File: src/proc_settings.svh
/* sizes shared by the four-stage core
   include wherever a word width, register count or store depth is needed */

`ifndef PROC_SETTINGS_SVH
`define PROC_SETTINGS_SVH

// ----------------------------------------------------------------------
// datapath
// ----------------------------------------------------------------------

// data word width
`define PROC_WORD_W 16

// architectural registers, r0 reads as zero
`define PROC_NREGS 8

// ----------------------------------------------------------------------
// instruction store
// ----------------------------------------------------------------------

// instruction words, also sets the pc width
`define PROC_IMEM_DEPTH 32

`endif

File: src/proc_pkg.sv
/* types, opcode encoding and field helpers shared by every stage
   field use: addi rd,rs,imm7  add/sub/and rd,rs,rt  bne/beq rd,rs,imm7  mfc rd  mtc rs */

`include "proc_settings.svh"

package proc_pkg;

  typedef logic [`PROC_WORD_W-1:0] word_t;
  typedef logic [15:0] inst_t;
  typedef logic [$clog2(`PROC_NREGS)-1:0] reg_addr_t;
  typedef logic [$clog2(`PROC_IMEM_DEPTH)-1:0] pc_t;

  // bits 15..13, all-zero word is addi r0, r0, 0 (the nop)
  typedef enum logic [2:0] {
    OP_ADDI = 3'd0,
    OP_ADD  = 3'd1,
    OP_SUB  = 3'd2,
    OP_AND  = 3'd3,
    OP_BNE  = 3'd4,
    OP_BEQ  = 3'd5,
    OP_MFC  = 3'd6,
    OP_MTC  = 3'd7
  } opcode_t;

  // where a bypassed operand comes from
  typedef enum logic [1:0] {BYP_NONE, BYP_X, BYP_W} stage_t;

  function automatic opcode_t inst_op(inst_t inst);
    return opcode_t'(inst[15:13]);
  endfunction

  function automatic reg_addr_t inst_rd(inst_t inst);
    return inst[12:10];
  endfunction

  function automatic reg_addr_t inst_rs(inst_t inst);
    return inst[9:7];
  endfunction

  function automatic reg_addr_t inst_rt(inst_t inst);
    return inst[6:4];
  endfunction

  // signed imm7, widened to a data word
  function automatic word_t sext_imm(inst_t inst);
    return {{(`PROC_WORD_W-7){inst[6]}}, inst[6:0]};
  endfunction

  // ops that leave a result in rd
  function automatic logic writes_rd(opcode_t op);
    return op inside {OP_ADDI, OP_ADD, OP_SUB, OP_AND, OP_MFC};
  endfunction

endpackage

File: src/proc_fetch.sv
`timescale 1ns/10ps
/* fetch stage: pc, instruction store and the fetch-to-decode register
   the store is filled through the load port while rst is held */

`include "proc_settings.svh"

module proc_fetch (
  input  logic            clk,
  input  logic            rst,
  input  logic            imem_wen,
  input  proc_pkg::pc_t   imem_waddr,
  input  proc_pkg::inst_t imem_wdata,
  input  logic            redirect,
  input  proc_pkg::pc_t   redirect_pc,
  input  logic            stall,
  output proc_pkg::inst_t inst_d,
  output proc_pkg::pc_t   pc_d,
  output logic            val_d
);
  import proc_pkg::*;

  // address of the next word to fetch
  pc_t   pc_f;
  inst_t imem [`PROC_IMEM_DEPTH];

  // ----------------------------------------------------------------------
  // instruction store
  // ----------------------------------------------------------------------

  // load port only works with the core held
  always_ff @(posedge clk) begin
    if (rst && imem_wen) begin
      imem[imem_waddr] <= imem_wdata;
    end
  end

  // ----------------------------------------------------------------------
  // pc
  // ----------------------------------------------------------------------

  // redirect wins over any stall
  always_ff @(posedge clk) begin
    if (rst) begin
      pc_f <= '0;
    end else if (redirect) begin
      pc_f <= redirect_pc;
    end else if (!stall) begin
      pc_f <= pc_f + pc_t'(1);
    end
  end

  // ----------------------------------------------------------------------
  // fetch -> decode register
  // ----------------------------------------------------------------------

  // redirect drops the word now in decode
  always_ff @(posedge clk) begin
    if (rst) begin
      val_d <= 1'b0;
    end else if (redirect) begin
      val_d <= 1'b0;
    end else if (!stall) begin
      val_d <= 1'b1;
    end
  end

  // payload follows the pc, hold while stalled
  always_ff @(posedge clk) begin
    if (!stall) begin
      inst_d <= imem[pc_f];
      pc_d   <= pc_f;
    end
  end

  // manager must not touch the store once the core runs
  a_load_in_reset: assert property (@(posedge clk) imem_wen |-> rst)
    else $error("imem write outside reset");

endmodule

File: src/proc_decode.sv
`timescale 1ns/10ps
/* decode stage: register file, operand bypass, mfc handshake and the
   decode-to-execute register; execute result beats writeback in the bypass */

`include "proc_settings.svh"

module proc_decode (
  input  logic                clk,
  input  logic                rst,
  input  proc_pkg::inst_t     inst_d,
  input  proc_pkg::pc_t       pc_d,
  input  logic                val_d,
  input  proc_pkg::word_t     alu_x,
  input  logic                rf_wen,
  input  proc_pkg::reg_addr_t rf_waddr,
  input  proc_pkg::word_t     rf_wdata,
  input  logic                squash,
  input  logic                stall_w,
  input  proc_pkg::word_t     from_mngr_msg,
  input  logic                from_mngr_val,
  output logic                from_mngr_rdy,
  output logic                stall_d,
  output proc_pkg::word_t     op_a_x,
  output proc_pkg::word_t     op_b_x,
  output proc_pkg::inst_t     inst_x,
  output proc_pkg::pc_t       pc_x,
  output logic                val_x
);
  import proc_pkg::*;

  word_t     rf [`PROC_NREGS];
  opcode_t   op_d;
  reg_addr_t rs_d;
  reg_addr_t rb_d;
  reg_addr_t rd_x;
  logic      x_wr;
  logic      mfc_d;
  stage_t    sel_a;
  stage_t    sel_b;
  word_t     rs_rf;
  word_t     rb_rf;
  word_t     op_a_d;
  word_t     op_b_d;

  // nearest producer of register r, r0 never matches
  function automatic stage_t byp_src(reg_addr_t r, logic x_en, reg_addr_t x_rd,
                                     logic w_en, reg_addr_t w_rd);
    if (x_en && x_rd == r) begin
      return BYP_X;
    end
    if (w_en && w_rd == r) begin
      return BYP_W;
    end
    return BYP_NONE;
  endfunction

  function automatic word_t pick(stage_t sel, word_t from_x, word_t from_w, word_t from_rf);
    case (sel)
      BYP_X:   return from_x;
      BYP_W:   return from_w;
      default: return from_rf;
    endcase
  endfunction

  // ----------------------------------------------------------------------
  // register file
  // ----------------------------------------------------------------------

  // written by writeback, which already drops r0
  always_ff @(posedge clk) begin
    if (rf_wen) begin
      rf[rf_waddr] <= rf_wdata;
    end
  end

  assign op_d = inst_op(inst_d);
  assign rs_d = inst_rs(inst_d);
  // branches compare rd with rs
  assign rb_d = (op_d inside {OP_BNE, OP_BEQ}) ? inst_rd(inst_d) : inst_rt(inst_d);

  assign rs_rf = (rs_d == '0) ? '0 : rf[rs_d];
  assign rb_rf = (rb_d == '0) ? '0 : rf[rb_d];

  // ----------------------------------------------------------------------
  // bypass
  // ----------------------------------------------------------------------

  assign rd_x  = inst_rd(inst_x);
  assign x_wr  = val_x && writes_rd(inst_op(inst_x)) && rd_x != '0;
  assign sel_a = byp_src(rs_d, x_wr, rd_x, rf_wen, rf_waddr);
  assign sel_b = byp_src(rb_d, x_wr, rd_x, rf_wen, rf_waddr);

  // mfc takes the manager word, mfc/mtc add zero in execute
  always_comb begin
    op_a_d = pick(sel_a, alu_x, rf_wdata, rs_rf);
    op_b_d = pick(sel_b, alu_x, rf_wdata, rb_rf);
    case (op_d)
      OP_ADDI: op_b_d = sext_imm(inst_d);
      OP_MFC: begin
        op_a_d = from_mngr_msg;
        op_b_d = '0;
      end
      OP_MTC:  op_b_d = '0;
      default: ;
    endcase
  end

  // ----------------------------------------------------------------------
  // manager input and stall
  // ----------------------------------------------------------------------

  // a squashed mfc neither waits nor consumes
  assign mfc_d         = val_d && op_d == OP_MFC && !squash;
  assign stall_d       = mfc_d && !from_mngr_val;
  assign from_mngr_rdy = mfc_d && !stall_w;

  // ----------------------------------------------------------------------
  // decode -> execute register
  // ----------------------------------------------------------------------

  always_ff @(posedge clk) begin
    if (rst) begin
      val_x <= 1'b0;
    end else if (!stall_w) begin
      val_x <= val_d && !squash && !stall_d;
    end
  end

  always_ff @(posedge clk) begin
    if (!stall_w) begin
      op_a_x <= op_a_d;
      op_b_x <= op_b_d;
      inst_x <= inst_d;
      pc_x   <= pc_d;
    end
  end

  // a waiting mfc stays in decode until the manager word comes
  a_mfc_held: assert property (@(posedge clk) disable iff (rst)
    stall_d |=> (val_d && op_d == OP_MFC && $stable(inst_d)))
    else $error("waiting mfc left decode without a manager word");

endmodule

File: src/proc_execute.sv
`timescale 1ns/10ps
/* execute stage: ALU, branch compare and redirect, plus the
   execute-to-writeback register; redirect doubles as the decode squash */

module proc_execute (
  input  logic            clk,
  input  logic            rst,
  input  proc_pkg::word_t op_a_x,
  input  proc_pkg::word_t op_b_x,
  input  proc_pkg::inst_t inst_x,
  input  proc_pkg::pc_t   pc_x,
  input  logic            val_x,
  input  logic            stall_w,
  output proc_pkg::word_t alu_x,
  output logic            redirect,
  output proc_pkg::pc_t   redirect_pc,
  output proc_pkg::word_t result_w,
  output proc_pkg::inst_t inst_w,
  output logic            val_w
);
  import proc_pkg::*;

  opcode_t op_x;
  logic    eq_x;

  assign op_x = inst_op(inst_x);

  // ----------------------------------------------------------------------
  // ALU
  // ----------------------------------------------------------------------

  // addi, add, mfc and mtc all go through the adder
  always_comb begin
    case (op_x)
      OP_SUB:  alu_x = op_a_x - op_b_x;
      OP_AND:  alu_x = op_a_x & op_b_x;
      default: alu_x = op_a_x + op_b_x;
    endcase
  end

  // ----------------------------------------------------------------------
  // branch resolution
  // ----------------------------------------------------------------------

  assign eq_x = op_a_x == op_b_x;

  // only a valid branch may redirect
  assign redirect = val_x && ((op_x == OP_BNE && !eq_x) || (op_x == OP_BEQ && eq_x));

  // target is pc + 1 + imm7, wraps inside the store
  assign redirect_pc = pc_x + pc_t'(1) + pc_t'(sext_imm(inst_x));

  // ----------------------------------------------------------------------
  // execute -> writeback register
  // ----------------------------------------------------------------------

  // whole pipe freezes behind a waiting mtc
  always_ff @(posedge clk) begin
    if (rst) begin
      val_w <= 1'b0;
    end else if (!stall_w) begin
      val_w <= val_x;
    end
  end

  always_ff @(posedge clk) begin
    if (!stall_w) begin
      result_w <= alu_x;
      inst_w   <= inst_x;
    end
  end

endmodule

File: src/proc_writeback.sv
`timescale 1ns/10ps
/* writeback stage: turns the executed instruction into a register write
   or a to_mngr transfer; a waiting mtc stalls every stage */

module proc_writeback (
  input  logic                clk,
  input  logic                rst,
  input  proc_pkg::word_t     result_w,
  input  proc_pkg::inst_t     inst_w,
  input  logic                val_w,
  output logic                rf_wen,
  output proc_pkg::reg_addr_t rf_waddr,
  output proc_pkg::word_t     rf_wdata,
  output logic                stall_w,
  output proc_pkg::word_t     to_mngr_msg,
  output logic                to_mngr_val,
  input  logic                to_mngr_rdy
);
  import proc_pkg::*;

  opcode_t op_w;

  assign op_w = inst_op(inst_w);

  // ----------------------------------------------------------------------
  // register write
  // ----------------------------------------------------------------------

  // r0 stays zero
  assign rf_waddr = inst_rd(inst_w);
  assign rf_wdata = result_w;
  assign rf_wen   = val_w && writes_rd(op_w) && rf_waddr != '0;

  // ----------------------------------------------------------------------
  // to_mngr port
  // ----------------------------------------------------------------------

  // mtc result is rs + 0
  assign to_mngr_msg = result_w;
  assign to_mngr_val = val_w && op_w == OP_MTC;

  // hold until the manager takes the word
  assign stall_w = to_mngr_val && !to_mngr_rdy;

  // frozen pipe must keep the offered word steady
  a_to_mngr_hold: assert property (@(posedge clk) disable iff (rst)
    (to_mngr_val && !to_mngr_rdy) |=> (to_mngr_val && $stable(to_mngr_msg)))
    else $error("to_mngr message changed before transfer");

endmodule

File: src/proc_top.sv
`timescale 1ns/10ps
/* four-stage core: fetch, decode, execute, writeback
   program goes in through the load port during reset, data through the manager ports */

module proc_top (
  input  logic            clk,
  input  logic            rst,
  // instruction load
  input  logic            imem_wen,
  input  proc_pkg::pc_t   imem_waddr,
  input  proc_pkg::inst_t imem_wdata,
  // from manager
  input  proc_pkg::word_t from_mngr_msg,
  input  logic            from_mngr_val,
  output logic            from_mngr_rdy,
  // to manager
  output proc_pkg::word_t to_mngr_msg,
  output logic            to_mngr_val,
  input  logic            to_mngr_rdy
);
  import proc_pkg::*;

  // fetch -> decode
  inst_t     inst_d;
  pc_t       pc_d;
  logic      val_d;
  // decode -> execute
  word_t     op_a_x;
  word_t     op_b_x;
  inst_t     inst_x;
  pc_t       pc_x;
  logic      val_x;
  logic      stall_d;
  // execute -> writeback, plus bypass and redirect
  word_t     alu_x;
  logic      redirect;
  pc_t       redirect_pc;
  word_t     result_w;
  inst_t     inst_w;
  logic      val_w;
  // writeback -> decode
  logic      rf_wen;
  reg_addr_t rf_waddr;
  word_t     rf_wdata;
  logic      stall_w;

  // fetch halts on either stall
  proc_fetch u_fetch (
    .clk(clk), .rst(rst), .imem_wen(imem_wen), .imem_waddr(imem_waddr),
    .imem_wdata(imem_wdata), .redirect(redirect), .redirect_pc(redirect_pc),
    .stall(stall_d || stall_w), .inst_d(inst_d), .pc_d(pc_d), .val_d(val_d)
  );

  proc_decode u_decode (
    .clk(clk), .rst(rst), .inst_d(inst_d), .pc_d(pc_d), .val_d(val_d),
    .alu_x(alu_x), .rf_wen(rf_wen), .rf_waddr(rf_waddr), .rf_wdata(rf_wdata),
    .squash(redirect), .stall_w(stall_w), .from_mngr_msg(from_mngr_msg),
    .from_mngr_val(from_mngr_val), .from_mngr_rdy(from_mngr_rdy), .stall_d(stall_d),
    .op_a_x(op_a_x), .op_b_x(op_b_x), .inst_x(inst_x), .pc_x(pc_x), .val_x(val_x)
  );

  proc_execute u_execute (
    .clk(clk), .rst(rst), .op_a_x(op_a_x), .op_b_x(op_b_x), .inst_x(inst_x),
    .pc_x(pc_x), .val_x(val_x), .stall_w(stall_w), .alu_x(alu_x), .redirect(redirect),
    .redirect_pc(redirect_pc), .result_w(result_w), .inst_w(inst_w), .val_w(val_w)
  );

  proc_writeback u_writeback (
    .clk(clk), .rst(rst), .result_w(result_w), .inst_w(inst_w), .val_w(val_w),
    .rf_wen(rf_wen), .rf_waddr(rf_waddr), .rf_wdata(rf_wdata), .stall_w(stall_w),
    .to_mngr_msg(to_mngr_msg), .to_mngr_val(to_mngr_val), .to_mngr_rdy(to_mngr_rdy)
  );

endmodule

File: config.mk
export PLATFORM = sky130hd
export DESIGN_NAME = proc_top
export DESIGN_NICKNAME = d
export VERILOG_FILES = /design/src/proc_pkg.sv /design/src/proc_fetch.sv /design/src/proc_decode.sv /design/src/proc_execute.sv /design/src/proc_writeback.sv /design/src/proc_top.sv
export VERILOG_INCLUDE_DIRS = /design/src /design/src/src
export SDC_FILE = /design/constraint.sdc
export NUM_CORES = 1
export LEC_CHECK = 0
export ABC_CLOCK_PERIOD_IN_PS = 4700
export BUFFER_PORTS_ARGS = -buffer_cell sky130_fd_sc_hd__buf_4
export CAP_MARGIN = 20
export CORE_ASPECT_RATIO = 1.75
export CORE_MARGIN = 2
export CORE_UTILIZATION = 55
export DETAILED_ROUTE_END_ITERATION = 16
export PLACE_DENSITY = 0.71
export SKIP_CTS_REPAIR_TIMING = 1
export SYNTH_ARGS = -nofsm -noshare
export SYNTH_HDL_FRONTEND = slang
export SYNTH_SLANG_ARGS = --single-unit
File: constraint.sdc
create_clock -name clk -period 4.7 [get_ports clk]
set_input_delay 0.47 -clock clk [delete_from_list [all_inputs] [get_ports clk]]
set_output_delay 0.47 -clock clk [all_outputs]
set_load 0.005 [all_outputs]
==> flow_summary.yaml <==
finish:
  final_common_cell: "edfxtp_1"
  layout_common_cells: "edfxtp_1 (731), mux4_2 (198), nand2_1 (123)"
  nets: 1981
  syn_to_final_growth_pct: 11.81
  ff_latch_area_sq_mm: 0.02212
  fill_cells: 4197
  drive_above_1_share: 0.2642
  multi_input_area_sq_mm: 0.009507
  diodes: 0
sta:
  tightest_slew_ns: 1.080
  maxSlewViolCount: 0
  maxClockFrequency_mhz: 237.4
  final.min_clock_period_ns: 4.212
  post-route-period-util: 0.8962
  fin_tns_setup_ns: 0
  slew_headroom: 0.2794
  rsz0062_at_grt: "false"
  setup_viol: 0
  fin_hold_ws_ns: 0.1720
  hold_violations: 0
  finClkSkew_ns: 0.01994
critical_path:
  path_buf_inv: 1
  worstSetupStartpointType: "flop"
  worstReg2RegEnd: "u_fetch.pc_f[4]$_SDFFE_PP0P_"
  crit_chain: "ha_1 -> nand4_1 -> nor3_2 -> nand3_1 -> or4b_1 -> nand2_1 -> nor3_1 -> buf_4"
  crit_start: "u_decode.op_a_x[5]$_DFFE_PN_"
  worstSetupPathDepth: 8
  r2r_cells: 9
  cp.required_ns: 4.23
  crit_type: "flop to primary output"
  critPathCaptureType: "primary output"
  crit_fanout: 15
  path_delay_family: "simple AND/OR/NAND/NOR gates"
  cp.arrival_ns: 3.74
  r2r_setup_slack_ns: 0.97
  cp_slowest_cell: "or4b_1"
  setup.worst_path.end: "from_mngr_rdy"
  r2r-start: "u_decode.op_a_x[5]$_DFFE_PN_"
  max_stage_delay_ns: 0.66
worst_hold_path:
  whs_path_depth: 2
  hold_class: "input pin to flop"
floorplanning:
  die_w_um: 186.6
  core_region_area_sq_mm: 0.05797
  die_area_sq_mm: 0.06040
  io_pins: 60
  die_h_um: 323.6
  std_cell_rows: 117
  initial_core_util: 0.5538
power:
  power_density_mw_per_mm2: 610.8
  peakVddDrop_mv: 0.4959
  p_leak_uw: 0.01175
drt:
  drcViolationCount: 0
  via_per_inst: 6.374
  drtIter0Drc: 1388
  firstDrtPassIters: 6
  vias: 17350
  postRouteAntennaNets: 0
  wl_per_cell_um: 27.37
  wirelength_um: 74490
synthesis:
  synthesis.instances: 1809
  synth_edf_count: 731
  ys_warn_count: 0
  ys_ff_latch: 739
  synth_area_sq_mm: 0.03210
  async_flop_share: 0
  syn_area_per_cell_sq_um: 17.75
  yosysUniqueCellTypes: 97
  seq_area_frac_synth: 0.6887
  synth_flop_cell: "edfxtp_1"
global_routing:
  track_usage: 0.2509
  grt_pass1_wl_um: 112300
  grt_max_degree: 79
  antenna_found_initial: 0
  grt.overflow.total: 0
  grt_pass1_vias: 18230
clocking:
  clockBufferDepth: 3
  htree_levels: 2
  clock_latency_ns: 0.63
  cts_tree: "yes"
  clock_sink_count: 739
  clk_pin_slew_ns: 0.07
  root_buffer: "clkbuf_16"
  cts_buffers: 61
placed_design:
  portBuffers: 59
  routabilityCongestion: 0.9311
  place_hpwl_um: 50390
run_status:
  status: "completed"
flow_run:
  maxCapViolCount: 0
final cells by class:
class                   instances  share of cell area
inverters                      49            0.005124
clock buffers                  75             0.04542
clock inverters                38             0.01133
flip-flops and latches        739              0.6162
multi-input cells             930              0.2648
well taps                     773             0.02694
repair buffers                118             0.03015
power breakdown:
part | switching, uW | internal [uW]
clock network | 2280 | 2860
logic | 4420 | 3410
registers | 762 | 8200
total | 7460 | 14500
sequential cells by signal, summed over array words and instances, names as in the netlist:
register	flops
u_fetch.imem	512
u_decode.rf	128
u_decode.op_a_x	16
u_decode.op_b_x	16
u_execute.result_w	16
u_fetch.inst_d	16
u_decode.inst_x	11
u_execute.inst_w	6
u_decode.pc_x	5
u_fetch.pc_d	5
u_fetch.pc_f	5
u_decode.val_x	1
u_execute.val_w	1
u_fetch.val_d	1
stage by stage:
stage	power, uW	util	std cells	area [sq um]	setup slack [ns]
final	21930	0.6192	2722	35900	0.4878
after global routing	22930	0.6192	2722	35900	0.3213
after CTS	21970	0.6175	2717	35800	0.5313
after global placement	16640	0.5799	2598	33620	1.121
after detailed placement	16830	0.5823	2604	33760	1.028
after floorplan	14440	-	1824	32160	1.777
cell usage after synthesis (9+ instances only):
master,count,share of area
a211oi_1,14,0.0033
a21oi_1,48,0.0075
mux2_2,34,0.012
nor2b_1,12,0.0023
clkbuf_1,64,0.0075
and3_1,10,0.0019
edfxtp_1,731,0.68
nand2b_1,11,0.0021
xnor2_1,12,0.0033
buf_1,9,0.0011
o21ai_1,12,0.0019
nor2_1,89,0.010
nand3_1,46,0.0072
nand2_1,123,0.014
nor3_1,17,0.0027
mux4_2,198,0.14
o21ai_0,14,0.0022
mux2i_1,21,0.0065
buf_2,25,0.0039
inv_1,45,0.0053
a222oi_1,10,0.0031
ha_1,37,0.014
a31oi_1,10,0.0019
a221oi_1,12,0.0033
o211ai_1,12,0.0028
worst min path at each step:
stage                                        end                      start  slack [ns]
floorplan             u_decode.pc_x[0]$_DFFE_PN_  u_fetch.pc_d[0]$_DFFE_PN_        0.40
global placement      u_decode.pc_x[3]$_DFFE_PN_  u_fetch.pc_d[3]$_DFFE_PN_        0.40
finish              u_decode.op_a_x[9]$_DFFE_PN_           from_mngr_msg[9]        0.17
CTS                 u_decode.op_a_x[9]$_DFFE_PN_           from_mngr_msg[9]        0.13
global route        u_decode.op_a_x[9]$_DFFE_PN_           from_mngr_msg[9]        0.14
detailed placement    u_decode.pc_x[3]$_DFFE_PN_  u_fetch.pc_d[3]$_DFFE_PN_        0.41
worst register-to-register path: stages, from the launching register on:
cell      delay [ns]
edfxtp_1        0.40
ha_1            0.50
nand4_1         0.26
nor3_2          0.28
a21oi_1         0.10
or4b_1          0.87
a31oi_4         0.51
buf_4           0.32
nand3_1         0.10
a311oi_1        0.30
logic make-up (layout without fill, tap and decap cells):
kind of cell	after synthesis	count (layout)	synth area share
buf+inv	155	280	0.02007
simple gates	355	355	0.05226
fa+ha+maj	40	40	0.01629
flops	739	739	0.6887
xor+xnor	18	18	0.004911
compound gates	242	242	0.05815
mux	259	259	0.1595
other cells	1	16	0.0001168
per-layer routing:
metal,GRT usage,part of all wire,vias up
li1,-,-,7544
met1,0.2685,0.34,8947
met2,0.4934,0.57,650
met3,0.02499,0.044,208
met4,0.1166,0.048,0
met5,0,0,-
No activity file was read; power rests on OpenSTA's default activity.
